### config.mk
export PLATFORM = sky130hd
export DESIGN_NAME = tile_gen_top
export DESIGN_NICKNAME = d
export VERILOG_FILES = /design/src/hdl/tile_gen_pkg.sv /design/src/hdl/raster_if.sv /design/src/hdl/sync_counter.sv /design/src/hdl/scroll_adder.sv /design/src/hdl/pixel_shifter.sv /design/src/hdl/timing_ctrl.sv /design/src/hdl/tile_gen_top.sv
export SDC_FILE = /design/constraint.sdc
export NUM_CORES = 1
export LEC_CHECK = 0
export BUFFER_PORTS_ARGS = -buffer_cell sky130_fd_sc_hd__clkbuf_2
export CAP_MARGIN = 20
export CORE_MARGIN = 8
export CORE_UTILIZATION = 55
export DETAILED_ROUTE_END_ITERATION = 8
export GPL_ROUTABILITY_DRIVEN = 0
export GPL_TIMING_DRIVEN = 0
export HOLD_SLACK_MARGIN = 0.03
export PLACE_DENSITY = 0.87
export SYNTH_ARGS = -nofsm -noshare
export SYNTH_HDL_FRONTEND = slang
export SYNTH_SLANG_ARGS = --single-unit
### constraint.sdc
create_clock -name clk -period 6.4 [get_ports clk]
set_input_delay 1.6 -clock clk [delete_from_list [all_inputs] [get_ports clk]]
set_output_delay 1.6 -clock clk [all_outputs]
set_load 0.05 [all_outputs]
### src/hdl/tile_gen_pkg.sv
`default_nettype none

package tile_gen_pkg;

    // select codes as on a 74194 (s1, s0)
    typedef enum logic [1:0] {
        OP_HOLD  = 2'b00, // keep contents
        OP_SHR   = 2'b01, // toward bit 0
        OP_SHL   = 2'b10, // toward bit 7, msb out first
        OP_LOAD  = 2'b11  // parallel load
    } shift_op_e;

    // one 74161 slice
    localparam int STAGE_BITS = 4;

endpackage

`default_nettype wire

### src/hdl/raster_if.sv
`default_nettype none

interface raster_if #(
    parameter int WIDTH = 2 * tile_gen_pkg::STAGE_BITS
);
    import tile_gen_pkg::*;

    logic [WIDTH-1:0] hcount;   // horizontal position
    logic [WIDTH-1:0] vcount;   // line number
    logic             h_end;    // last clock of a line
    logic             v_end;    // last clock of a frame
    logic [7:0]       sx;       // scrolled column, pixels
    shift_op_e        shift_op; // shifter select
    logic             blank;    // outside the active area

    // both counters drive through this one
    modport counter (
        output hcount, vcount, h_end, v_end
    );

    modport adder (
        input  hcount, h_end,
        output sx
    );

    modport ctrl (
        input  hcount, vcount, h_end, v_end, sx,
        output shift_op, blank
    );

    modport shifter (
        input shift_op, blank
    );

endinterface

`default_nettype wire

### src/hdl/sync_counter.sv
`default_nettype none

module sync_counter #(
    parameter int               WIDTH     = 2 * tile_gen_pkg::STAGE_BITS,
    parameter logic [WIDTH-1:0] RESET_VAL = '0
) (
    input  logic             clk,
    input  logic             cl_b,
    input  logic             cet,
    input  logic             ld_b,
    input  logic [WIDTH-1:0] d,
    output logic [WIDTH-1:0] q,
    output logic             ca
);
    import tile_gen_pkg::*;

    localparam int NSTAGE = WIDTH / STAGE_BITS;

    // en_chain[i] enables stage i, the top entry is the ripple carry out
    logic [NSTAGE:0] en_chain;

    assign en_chain[0] = cet;

    for (genvar i = 0; i < NSTAGE; i++) begin : g_stage
        logic [STAGE_BITS-1:0] cnt; // one 4-bit slice

        always_ff @(posedge clk or negedge cl_b) begin
            if (!cl_b) begin
                cnt <= RESET_VAL[i*STAGE_BITS +: STAGE_BITS];
            end else if (!ld_b) begin
                cnt <= d[i*STAGE_BITS +: STAGE_BITS]; // load beats count
            end else if (en_chain[i]) begin
                cnt <= cnt + STAGE_BITS'(1);
            end
        end

        assign q[i*STAGE_BITS +: STAGE_BITS] = cnt;

        // lookahead to the next slice, like tc of a 74161
        assign en_chain[i+1] = en_chain[i] & (&cnt);
    end

    // all ones and enabled
    assign ca = en_chain[NSTAGE];

endmodule

`default_nettype wire

### src/hdl/scroll_adder.sv
`default_nettype none

module scroll_adder (
    input  logic       clk,
    input  logic       cl_b,
    input  logic [7:0] scroll,
    raster_if.adder    rif,
    output logic [4:0] fetch_col
);

    logic [7:0] scroll_q; // line-rate latch
    logic [7:0] hpos;
    logic [4:0] lo_sum;   // low slice with carry out
    logic [3:0] hi_sum;

    // new scroll takes effect at the start of the next line
    always_ff @(posedge clk or negedge cl_b) begin
        if (!cl_b) begin
            scroll_q <= 8'h00;
        end else if (rif.h_end) begin
            scroll_q <= scroll;
        end
    end

    assign hpos = rif.hcount[7:0];

    // two 283-style slices, carry out of the top one is dropped
    assign lo_sum = {1'b0, scroll_q[3:0]} + {1'b0, hpos[3:0]};
    assign hi_sum = scroll_q[7:4] + hpos[7:4] + {3'b000, lo_sum[4]};

    assign rif.sx = {hi_sum, lo_sum[3:0]};

    // the tile after the one on screen, wraps at 32
    assign fetch_col = rif.sx[7:3] + 5'd1;

endmodule

`default_nettype wire

### src/hdl/pixel_shifter.sv
`default_nettype none

module pixel_shifter (
    input  logic       clk,
    input  logic       cl_b,
    input  logic [7:0] tile_data,
    raster_if.shifter  rif,
    output logic       pixel
);
    import tile_gen_pkg::*;

    logic [7:0] sreg;

    // 8-bit version of the 74194
    always_ff @(posedge clk or negedge cl_b) begin
        if (!cl_b) begin
            sreg <= 8'h00;
        end else begin
            case (rif.shift_op)
                OP_SHR:  sreg <= {1'b0, sreg[7:1]};
                OP_SHL:  sreg <= {sreg[6:0], 1'b0};
                OP_LOAD: sreg <= tile_data;
                default: sreg <= sreg;              // hold
            endcase
        end
    end

    // serial out is the msb, dark while blanked
    assign pixel = sreg[7] & ~rif.blank;

endmodule

`default_nettype wire

### src/hdl/timing_ctrl.sv
`default_nettype none

module timing_ctrl #(
    parameter int H_LOAD = 192,
    parameter int V_LOAD = 240
) (
    input  logic clk,
    input  logic cl_b,
    raster_if.ctrl rif,
    output logic h_ld_b,
    output logic v_ld_b,
    output logic v_cet,
    output logic hsync,
    output logic vsync
);
    import tile_gen_pkg::*;

    // sync windows start at the preload, 8 clocks and 2 lines wide
    localparam logic [4:0] HS_TAG   = 5'(H_LOAD >> 3);
    localparam logic [6:0] VS_TAG   = 7'(V_LOAD >> 1);
    // first visible column and line
    localparam logic [7:0] H_ACTIVE = 8'(H_LOAD + 16);
    localparam logic [7:0] V_ACTIVE = 8'(V_LOAD + 4);

    logic       run;   // low only in the first cycle after reset
    logic [7:0] h_dec; // one-hot over hcount[5:3]
    logic [7:0] v_dec; // one-hot over vcount[3:1]

    always_ff @(posedge clk or negedge cl_b) begin
        if (!cl_b) begin
            run <= 1'b0;
        end else begin
            run <= 1'b1;
        end
    end

    // 138-style decoders, the upper bits act as the enables
    assign h_dec = (rif.hcount[7:6] == HS_TAG[4:3]) ? (8'b1 << rif.hcount[5:3]) : 8'h00;
    assign v_dec = (rif.vcount[7:4] == VS_TAG[6:3]) ? (8'b1 << rif.vcount[3:1]) : 8'h00;

    assign hsync = h_dec[HS_TAG[2:0]];
    assign vsync = v_dec[VS_TAG[2:0]];

    // left border and top border
    assign rif.blank = (rif.hcount[7:0] < H_ACTIVE) | (rif.vcount[7:0] < V_ACTIVE);

    // counters reload on their own carry
    assign h_ld_b = ~(rif.h_end & run);
    assign v_ld_b = ~(rif.v_end & run); // v_end already includes h_end
    assign v_cet  = rif.h_end;          // one line step per h carry

    // fetch the next byte on the last pixel of a tile
    assign rif.shift_op = (rif.sx[2:0] == 3'd7) ? OP_LOAD : OP_SHL;

endmodule

`default_nettype wire

### src/hdl/tile_gen_top.sv
`default_nettype none

module tile_gen_top #(
    parameter int H_LOAD = 192,
    parameter int V_LOAD = 240,
    parameter int WIDTH  = 2 * tile_gen_pkg::STAGE_BITS
) (
    input  logic       clk,
    input  logic       cl_b,
    input  logic [7:0] scroll,
    input  logic [7:0] tile_data,
    output logic [4:0] fetch_col,
    output logic [2:0] fetch_row,
    output logic       hsync,
    output logic       vsync,
    output logic       blank,
    output logic       pixel
);

    logic h_ld_b;
    logic v_ld_b;
    logic v_cet;

    raster_if #(.WIDTH(WIDTH)) rif ();

    // pixel counter, runs every clock
    sync_counter #(
        .WIDTH     (WIDTH),
        .RESET_VAL (WIDTH'(H_LOAD))
    ) u_hcnt (
        .clk  (clk),
        .cl_b (cl_b),
        .cet  (1'b1),
        .ld_b (h_ld_b),
        .d    (WIDTH'(H_LOAD)),
        .q    (rif.hcount),
        .ca   (rif.h_end)
    );

    // line counter, steps on the h carry
    sync_counter #(
        .WIDTH     (WIDTH),
        .RESET_VAL (WIDTH'(V_LOAD))
    ) u_vcnt (
        .clk  (clk),
        .cl_b (cl_b),
        .cet  (v_cet),
        .ld_b (v_ld_b),
        .d    (WIDTH'(V_LOAD)),
        .q    (rif.vcount),
        .ca   (rif.v_end)
    );

    scroll_adder u_scroll (
        .clk       (clk),
        .cl_b      (cl_b),
        .scroll    (scroll),
        .rif       (rif.adder),
        .fetch_col (fetch_col)
    );

    pixel_shifter u_shift (
        .clk       (clk),
        .cl_b      (cl_b),
        .tile_data (tile_data),
        .rif       (rif.shifter),
        .pixel     (pixel)
    );

    timing_ctrl #(
        .H_LOAD (H_LOAD),
        .V_LOAD (V_LOAD)
    ) u_ctrl (
        .clk    (clk),
        .cl_b   (cl_b),
        .rif    (rif.ctrl),
        .h_ld_b (h_ld_b),
        .v_ld_b (v_ld_b),
        .v_cet  (v_cet),
        .hsync  (hsync),
        .vsync  (vsync)
    );

    assign fetch_row = rif.vcount[2:0]; // row inside the 8-line tile
    assign blank     = rif.blank;

endmodule

`default_nettype wire

==> results of run 1 <==
[placed cells by master, fill, tap and decap left out, drive strengths merged, types with 3 or more instances in the layout]
cell,instances
ha,12
nand2,33
mux2,9
a21oi,7
nand3,8
inv,11
dfrtp,27
clkbuf,34
dfstp,6
o21ai,6
fa,3
nor2,8
xnor2,6
xor2,5
buf,6
nand4,4
nor3,3
a21o,4
[synthesized netlist by cell type, types with 2 or more instances]
master | count | area (sq um)
sky130_fd_sc_hd__and2_1 | 2 | 12.5
sky130_fd_sc_hd__a21o_1 | 4 | 30.0
sky130_fd_sc_hd__inv_1 | 11 | 41.3
sky130_fd_sc_hd__xnor2_1 | 6 | 52.6
sky130_fd_sc_hd__buf_2 | 2 | 10.0
sky130_fd_sc_hd__nor2_1 | 7 | 26.3
sky130_fd_sc_hd__dfstp_2 | 6 | 158
sky130_fd_sc_hd__mux2_1 | 2 | 22.5
sky130_fd_sc_hd__dfrtp_1 | 27 | 676
sky130_fd_sc_hd__nand4_1 | 4 | 25.0
sky130_fd_sc_hd__nor3b_1 | 2 | 15.0
sky130_fd_sc_hd__ha_1 | 12 | 150
sky130_fd_sc_hd__mux2_2 | 7 | 78.8
sky130_fd_sc_hd__xor2_1 | 5 | 43.8
sky130_fd_sc_hd__fa_1 | 3 | 60.1
sky130_fd_sc_hd__a21oi_1 | 7 | 35.0
sky130_fd_sc_hd__buf_4 | 3 | 22.5
sky130_fd_sc_hd__o21ai_0 | 6 | 30.0
sky130_fd_sc_hd__and3_1 | 2 | 12.5
sky130_fd_sc_hd__a31oi_1 | 2 | 12.5
sky130_fd_sc_hd__nor3_1 | 2 | 10.0
sky130_fd_sc_hd__nand3_1 | 6 | 30.0
sky130_fd_sc_hd__nand2_1 | 33 | 124
[final cells by class]
| type | count | area, sq um |
|---|---|---|
| fillers | 279 | 1160 |
| clock buffers | 5 | 37.5 |
| well taps | 46 | 57.6 |
| flip-flops and latches | 33 | 833 |
| clock inverters | 3 | 46.3 |
| repair buffers | 29 | 145 |
| inverters | 11 | 41.3 |
| multi-input cells | 127 | 920 |
| plain buffers | 6 | 43.8 |
[power breakdown]
part	switching (mW)	internal (mW)
clock	0.0776	0.0827
sequential	0.00118	0.211
combinational	0.00555	0.00531
total	0.0843	0.299
[per-layer routing]
metal	vias to the layer above	routed length [um]	global-route usage (%)
li1	671	-	-
met1	613	1560	16.7
met2	36	1600	23.1
met3	8	182	3.82
met4	0	56	5.99
met5	-	0	0
[state kept, by name (all words and copies together) (netlist names)]
name	count
u_vcnt.g_stage.cnt	8
u_scroll.scroll_q	8
u_ctrl.run	1
u_shift.sreg	8
u_hcnt.g_stage.cnt	8
[final timing paths]
path	slack, ps	endpoint
max in group asynchronous	4570	u_hcnt.g_stage[0].cnt[0]
min in group asynchronous	1330	u_vcnt.g_stage[0].cnt[1]
max reg2reg	4350	u_shift.sreg[2]
max	1210	fetch_col[3]
min reg2reg	490	u_shift.sreg[6]
min	490	u_shift.sreg[6]
[cell families (layout without fill, tap and decap cells)]
group	count (synthesis)	after routing	share of synthesized area, %
fa+ha+maj	15	15	11.4
mux	10	10	6.06
simple gates	68	68	19.9
buf+inv	17	54	4.63
other cells	1	1	0.204
compound gates	22	22	7.15
xor+xnor	11	11	5.24
flops	33	33	45.3
==> impl_results.rst, run 1 <==
.. list-table::
   :header-rows: 1

   * - Metric
     - Value
   * - Maximum vdd ir drop
     - 0.000135 V
   * - Total vias in the final route
     - 1,328
   * - R2R Path Start
     - u_hcnt.g_stage[0].cnt[0]
   * - Total Power Consumption
     - 0.384 mW
   * - Cells after Synth
     - 177
   * - Synth-to-Final Area Change
     - 15.6%
   * - Type of origin of the critical path
     - flop
   * - Slowest cell on the critical path
     - sky130_fd_sc_hd__fa_1
   * - Leakage
     - 1.01 nW
   * - CP delay by family, top
     - adder cells
   * - Sum of negative setup slack
     - 0 ps
   * - Commonest register cell after synthesis
     - sky130_fd_sc_hd__dfrtp_1
   * - Number of synthesis warnings
     - 0
   * - Period utilization
     - 81.1%
   * - Max-slew violation total from the final report
     - 0
   * - Overflow left after global routing
     - 0
   * - Final hold vios
     - 0
   * - Number of gates resized after cts
     - 0
   * - Cell variety after synth
     - 39
   * - CP max stage delay
     - 520 ps
   * - Average cell area after synthesis
     - 10.4 sq um
   * - Share of async-settable or async-resettable flops after synthesis
     - 100%
   * - Buffer type at the clock tree root
     - sky130_fd_sc_hd__clkbuf_4
   * - Detailed-router iteration count before antenna repair
     - 4
   * - DR DRC count
     - 0
   * - Hold path startpoint
     - u_shift.sreg[5]
   * - Count of flip-flops with a built-in enable after synthesis
     - 0
   * - WHS Path Cells
     - 1
   * - Post-CTS setup repair buffer count
     - 0
   * - DPL Wire Length
     - 2570 um
   * - Share of the yosys chip area belonging to registers
     - 45.3%
   * - Number of buffers added by the clock tree synthesis step
     - 5
   * - Most Frequent Cell on Critical Path
     - sky130_fd_sc_hd__fa_1
   * - Post-layout minimum cycle time
     - 5190 ps
   * - Outcome
     - completed
   * - Number of levels in the clock H-tree
     - 2
   * - Number of I/O port buffers
     - 29
   * - Largest net degree at the start of global routing
     - 34
   * - Max-cap viol count
     - 0
   * - Clock-pin slew of the registers on the worst-case setup and hold paths
     - 110 ps
   * - Cell area after synthesis
     - 1840 sq um
   * - List of cells traversed by the critical path
     - ha_1 -> fa_1 -> a21oi_1 -> nor2_1 -> nor2_1 -> fa_1 -> fa_1 -> or4b_1 -> a21oi_1 -> nand3b_1 -> o211ai_1 -> clkbuf_2
   * - Setup crit start
     - u_hcnt.g_stage[0].cnt[0]
   * - Setup slack after placement
     - 1630 ps
   * - DRT iter0 DRCs
     - 43
   * - Placed Cells
     - 252
   * - Global-route wire length before repair
     - 5890 um
   * - Quantity of hold-fixing buffers added after cts
     - 0
   * - Final cell utilization of the core
     - 64.7%
   * - Maximum operating frequency
     - 193 MHz
   * - Initial standard-cell utilization of the core
     - 56.0%
   * - Total Wirelength
     - 3390 um
   * - Total Routing Usage GR
     - 14.1%
   * - Buffers from clock root to sink, at most
     - 2
   * - Die ar.
     - 5450 sq um
   * - Wire length per cell after detailed routing
     - 13.1 um
   * - Crit path DAT
     - 3590 ps
   * - Fraction of final layout cells with drive strength greater than 1
     - 28.5%
   * - TritonCTS clock tree
     - yes
   * - Final standard cell count with taps included and fillers excluded
     - 260
   * - Number of antenna violations at the first check in global routing
     - 0
   * - Post-layout net count
     - 246
   * - Synthesis-stage register bit count
     - 33
   * - Pwr/cell area
     - 181 nW/um^2
   * - Critical path fanouts, max
     - 5
   * - DP Area
     - 2040 sq um
   * - CTS sink count
     - 33
   * - Actual slew at the worst max-slew pin
     - 796 ps
   * - Skew-Pair Late Insertion Delay
     - 340 ps
   * - Number of buffers and inverters on the critical path
     - 1
   * - Final setup fails
     - 0
   * - Final worst-path setup slack
     - 1210 ps
   * - Area of the core region
     - 3280 sq um
   * - Via count of the first global-routing pass
     - 1,373
   * - Worst-case hold slack
     - 487 ps
   * - Max-slew headroom
     - 46.9%
   * - Worst clock skew
     - 7.81 ps
   * - Die extent in x
     - 73.8 um
   * - Critical setup path kind
     - reg -> out
   * - Post-route cell area
     - 2120 sq um
   * - Stages on the worst setup path
     - 12
   * - Ports
     - 30
   * - Number of nets produced by synthesis
     - 210
   * - Req. time, crit path
     - 4800 ps
   * - Die height
     - 73.8 um
   * - Depth of the worst register-to-register path
     - 6
   * - Kind of capture point of the worst setup path
     - output pin
   * - Count of inserted antenna diode cells
     - 0
   * - Mean number of vias per cell
     - 5.11
   * - Number of placement rows
     - 21
   * - Type of the tightest min-delay check
     - reg -> reg
   * - Antenna-violating nets left
     - 0
   * - Setup repair after global routing missed its margin
     - no
(Power assumes the default switching activity.)
==> inputs of run 2 (changes only) <==
Clock period 6.4 ns to 4.9 ns, I/O delays scaled along.
==> run 2 against run 1 <==
Effect of this change:
- clock-buffer cell count stayed put
- combinational power rose by 30%
- largest cell class unchanged
- critical endpoint unchanged
- sequential power grew 31%
- register-to-register slack worse by 1500 ps
==> impl_results.rst, run 2 (synthesized netlist as in run 1, its figures left out) <==
.. list-table::
   :header-rows: 1

   * - Metric
     - Value
   * - Most common library cell in the layout ignoring fill and taps
     - sky130_fd_sc_hd__nand2_1
   * - Number of I/O port buffers
     - 29
   * - Max-slew headroom
     - 46.9%
   * - Req. time, crit path
     - 3670 ps
   * - Actual slew at the worst max-slew pin
     - 796 ps
   * - Overflow left after global routing
     - 0
   * - Final hold vios
     - 0
   * - DPL Wire Length
     - 2570 um
   * - Power share of the sequential group
     - 55.4%
   * - Buffer type at the clock tree root
     - sky130_fd_sc_hd__clkbuf_4
   * - Crit path DAT
     - 3500 ps
   * - Global-route wire length before repair
     - 5890 um
   * - WHS Path Cells
     - 1
   * - Die height
     - 73.8 um
   * - Critical path fanouts, max
     - 5
   * - Largest net degree at the start of global routing
     - 34
   * - Critical setup path kind
     - reg -> out
   * - Worst clock skew
     - 7.82 ps
   * - Synth-to-Final Area Change
     - 16.8%
   * - Internal
     - 0.391 mW
   * - Number of buffers added by the clock tree synthesis step
     - 5
   * - Die extent in x
     - 73.8 um
   * - Depth of the worst register-to-register path
     - 6
   * - Max-cap viol count
     - 0
   * - Maximum operating frequency
     - 212 MHz
   * - Count of inserted antenna diode cells
     - 0
   * - DR DRC count
     - 0
   * - Clock power share
     - 41.7%
   * - DRT iter0 DRCs
     - 34
   * - Outcome
     - completed
   * - Detailed-router iteration count before antenna repair
     - 4
   * - Die ar.
     - 5450 sq um
   * - Kind of capture point of the worst setup path
     - output pin
   * - Clock-pin slew of the registers on the worst-case setup and hold paths
     - 110 ps
   * - Maximum vdd ir drop
     - 0.000176 V
   * - Buffers from clock root to sink, at most
     - 2
   * - Final setup fails
     - 0
   * - TritonCTS clock tree
     - yes
   * - Skew-Pair Late Insertion Delay
     - 340 ps
   * - Via count of the first global-routing pass
     - 1,373
   * - Number of placement rows
     - 21
   * - Sum of negative setup slack
     - 0 ps
   * - Number of levels in the clock H-tree
     - 2
   * - Max-slew violation total from the final report
     - 0
   * - Setup repair after global routing missed its margin
     - no
   * - Initial standard-cell utilization of the core
     - 56.0%
   * - Ports
     - 30
   * - Total Wirelength
     - 3400 um
   * - Leakage
     - 1.01 nW
   * - Wire length per cell after detailed routing
     - 13.0 um
   * - Post-layout minimum cycle time
     - 4720 ps
   * - CTS sink count
     - 33
   * - Number of antenna violations at the first check in global routing
     - 0
   * - Total Routing Usage GR
     - 14.1%
   * - Fraction of final layout cells with drive strength greater than 1
     - 30.1%
   * - Worst-case hold slack
     - 473 ps
   * - Net switching power
     - 0.110 mW
   * - Commonest cells after routing, fill and taps aside
     - sky130_fd_sc_hd__nand2_1, sky130_fd_sc_hd__clkbuf_2, sky130_fd_sc_hd__dfrtp_1
   * - Switch share
     - 21.9%
   * - Period utilization
     - 96.4%
   * - Antenna-violating nets left
     - 0
   * - Area of the core region
     - 3280 sq um
   * - Total vias in the final route
     - 1,343
   * - Mean number of vias per cell
     - 5.13
   * - Pwr/cell area
     - 233 nW/um^2
   * - Logic gate share of total power
     - 2.8%
   * - Type of the tightest min-delay check
     - reg -> reg
   * - Type of origin of the critical path
     - flop
   * - Post-layout net count
     - 248
-- run 2: cell count changes in the layout (fill, tap and decap cells not counted) --
cell | before | now
sky130_fd_sc_hd__buf_4 | 3 | 6
sky130_fd_sc_hd__clkbuf_2 | 29 | 28
sky130_fd_sc_hd__fa_1 | 3 | 1
sky130_fd_sc_hd__fa_2 | 0 | 2
-- run 2: repair_timing --
action,CTS,global route
hold buffers,0,0
setup buffers,0,2
setup endpoints to repair,0,1
resized for setup,0,5
-- run 2: critical path: stages (launching register included) --
cell and delay [ps]:
sky130_fd_sc_hd__dfrtp_1 410, sky130_fd_sc_hd__ha_1 230, sky130_fd_sc_hd__fa_1 410, sky130_fd_sc_hd__a21oi_1 140, sky130_fd_sc_hd__nor2_1 50, sky130_fd_sc_hd__nor2_1 120, sky130_fd_sc_hd__fa_2 250, sky130_fd_sc_hd__fa_2 490
sky130_fd_sc_hd__or4b_1 490, sky130_fd_sc_hd__a21oi_1 130, sky130_fd_sc_hd__nand3b_1 140, sky130_fd_sc_hd__o211ai_1 90, sky130_fd_sc_hd__buf_4 200
-- run 2: stage by stage --
step / instance area [sq um] / util (%) / instances / setup WS [ps] / power [mW]
2_1_floorplan: 1840 / - / 177 / 521 / 0.285
3_3_place_gp: 2040 / 62.1 / 252 / 543 / 0.297
3_5_place_dp: 2040 / 62.1 / 252 / 504 / 0.298
4_1_cts: 2120 / 64.7 / 260 / 86.0 / 0.509
5_1_grt: 2150 / 65.4 / 262 / 7.73 / 0.522
6_report: 2150 / 65.4 / 262 / 176 / 0.501
-- run 2: worst paths after layout --
kind,from,endpoint,slack (ps)
max,u_hcnt.g_stage[0].cnt[0],fetch_col[3],180
min,u_hcnt.g_stage[0].cnt[0],u_hcnt.g_stage[0].cnt[0],470
max reg2reg,u_hcnt.g_stage[0].cnt[0],u_shift.sreg[2],2860
min reg2reg,u_hcnt.g_stage[0].cnt[0],u_hcnt.g_stage[0].cnt[0],470
max in group asynchronous,cl_b,u_hcnt.g_stage[0].cnt[0],3440
min in group asynchronous,cl_b,u_vcnt.g_stage[0].cnt[1],950
-- run 2: layout make-up --
cell class	count	area [sq um]
repair buffers	31	163
inverters	11	41.3
fillers	275	1140
plain buffers	6	43.8
multi-input cells	127	925
flip-flops and latches	33	833
clock buffers	5	37.5
clock inverters	3	46.3
well taps	46	57.6
-- run 2: routing by layer --
layer / global-route usage (%) / part of all wire, %
met1: 16.7 / 46
met2: 23.1 / 47
met3: 3.82 / 5.0
met4: 5.99 / 1.7
met5: 0 / 0
-- run 2: power by group through the flow --
stage | Clock [mW] | Sequential (mW) | Combinational (mW)
finish | 0.209 | 0.278 | 0.0142
global route | 0.228 | 0.278 | 0.0162
CTS | 0.216 | 0.278 | 0.0149
detailed placement | 0 | 0.283 | 0.0148
global placement | 0 | 0.283 | 0.0144
floorplan | 0 | 0.282 | 0.00288
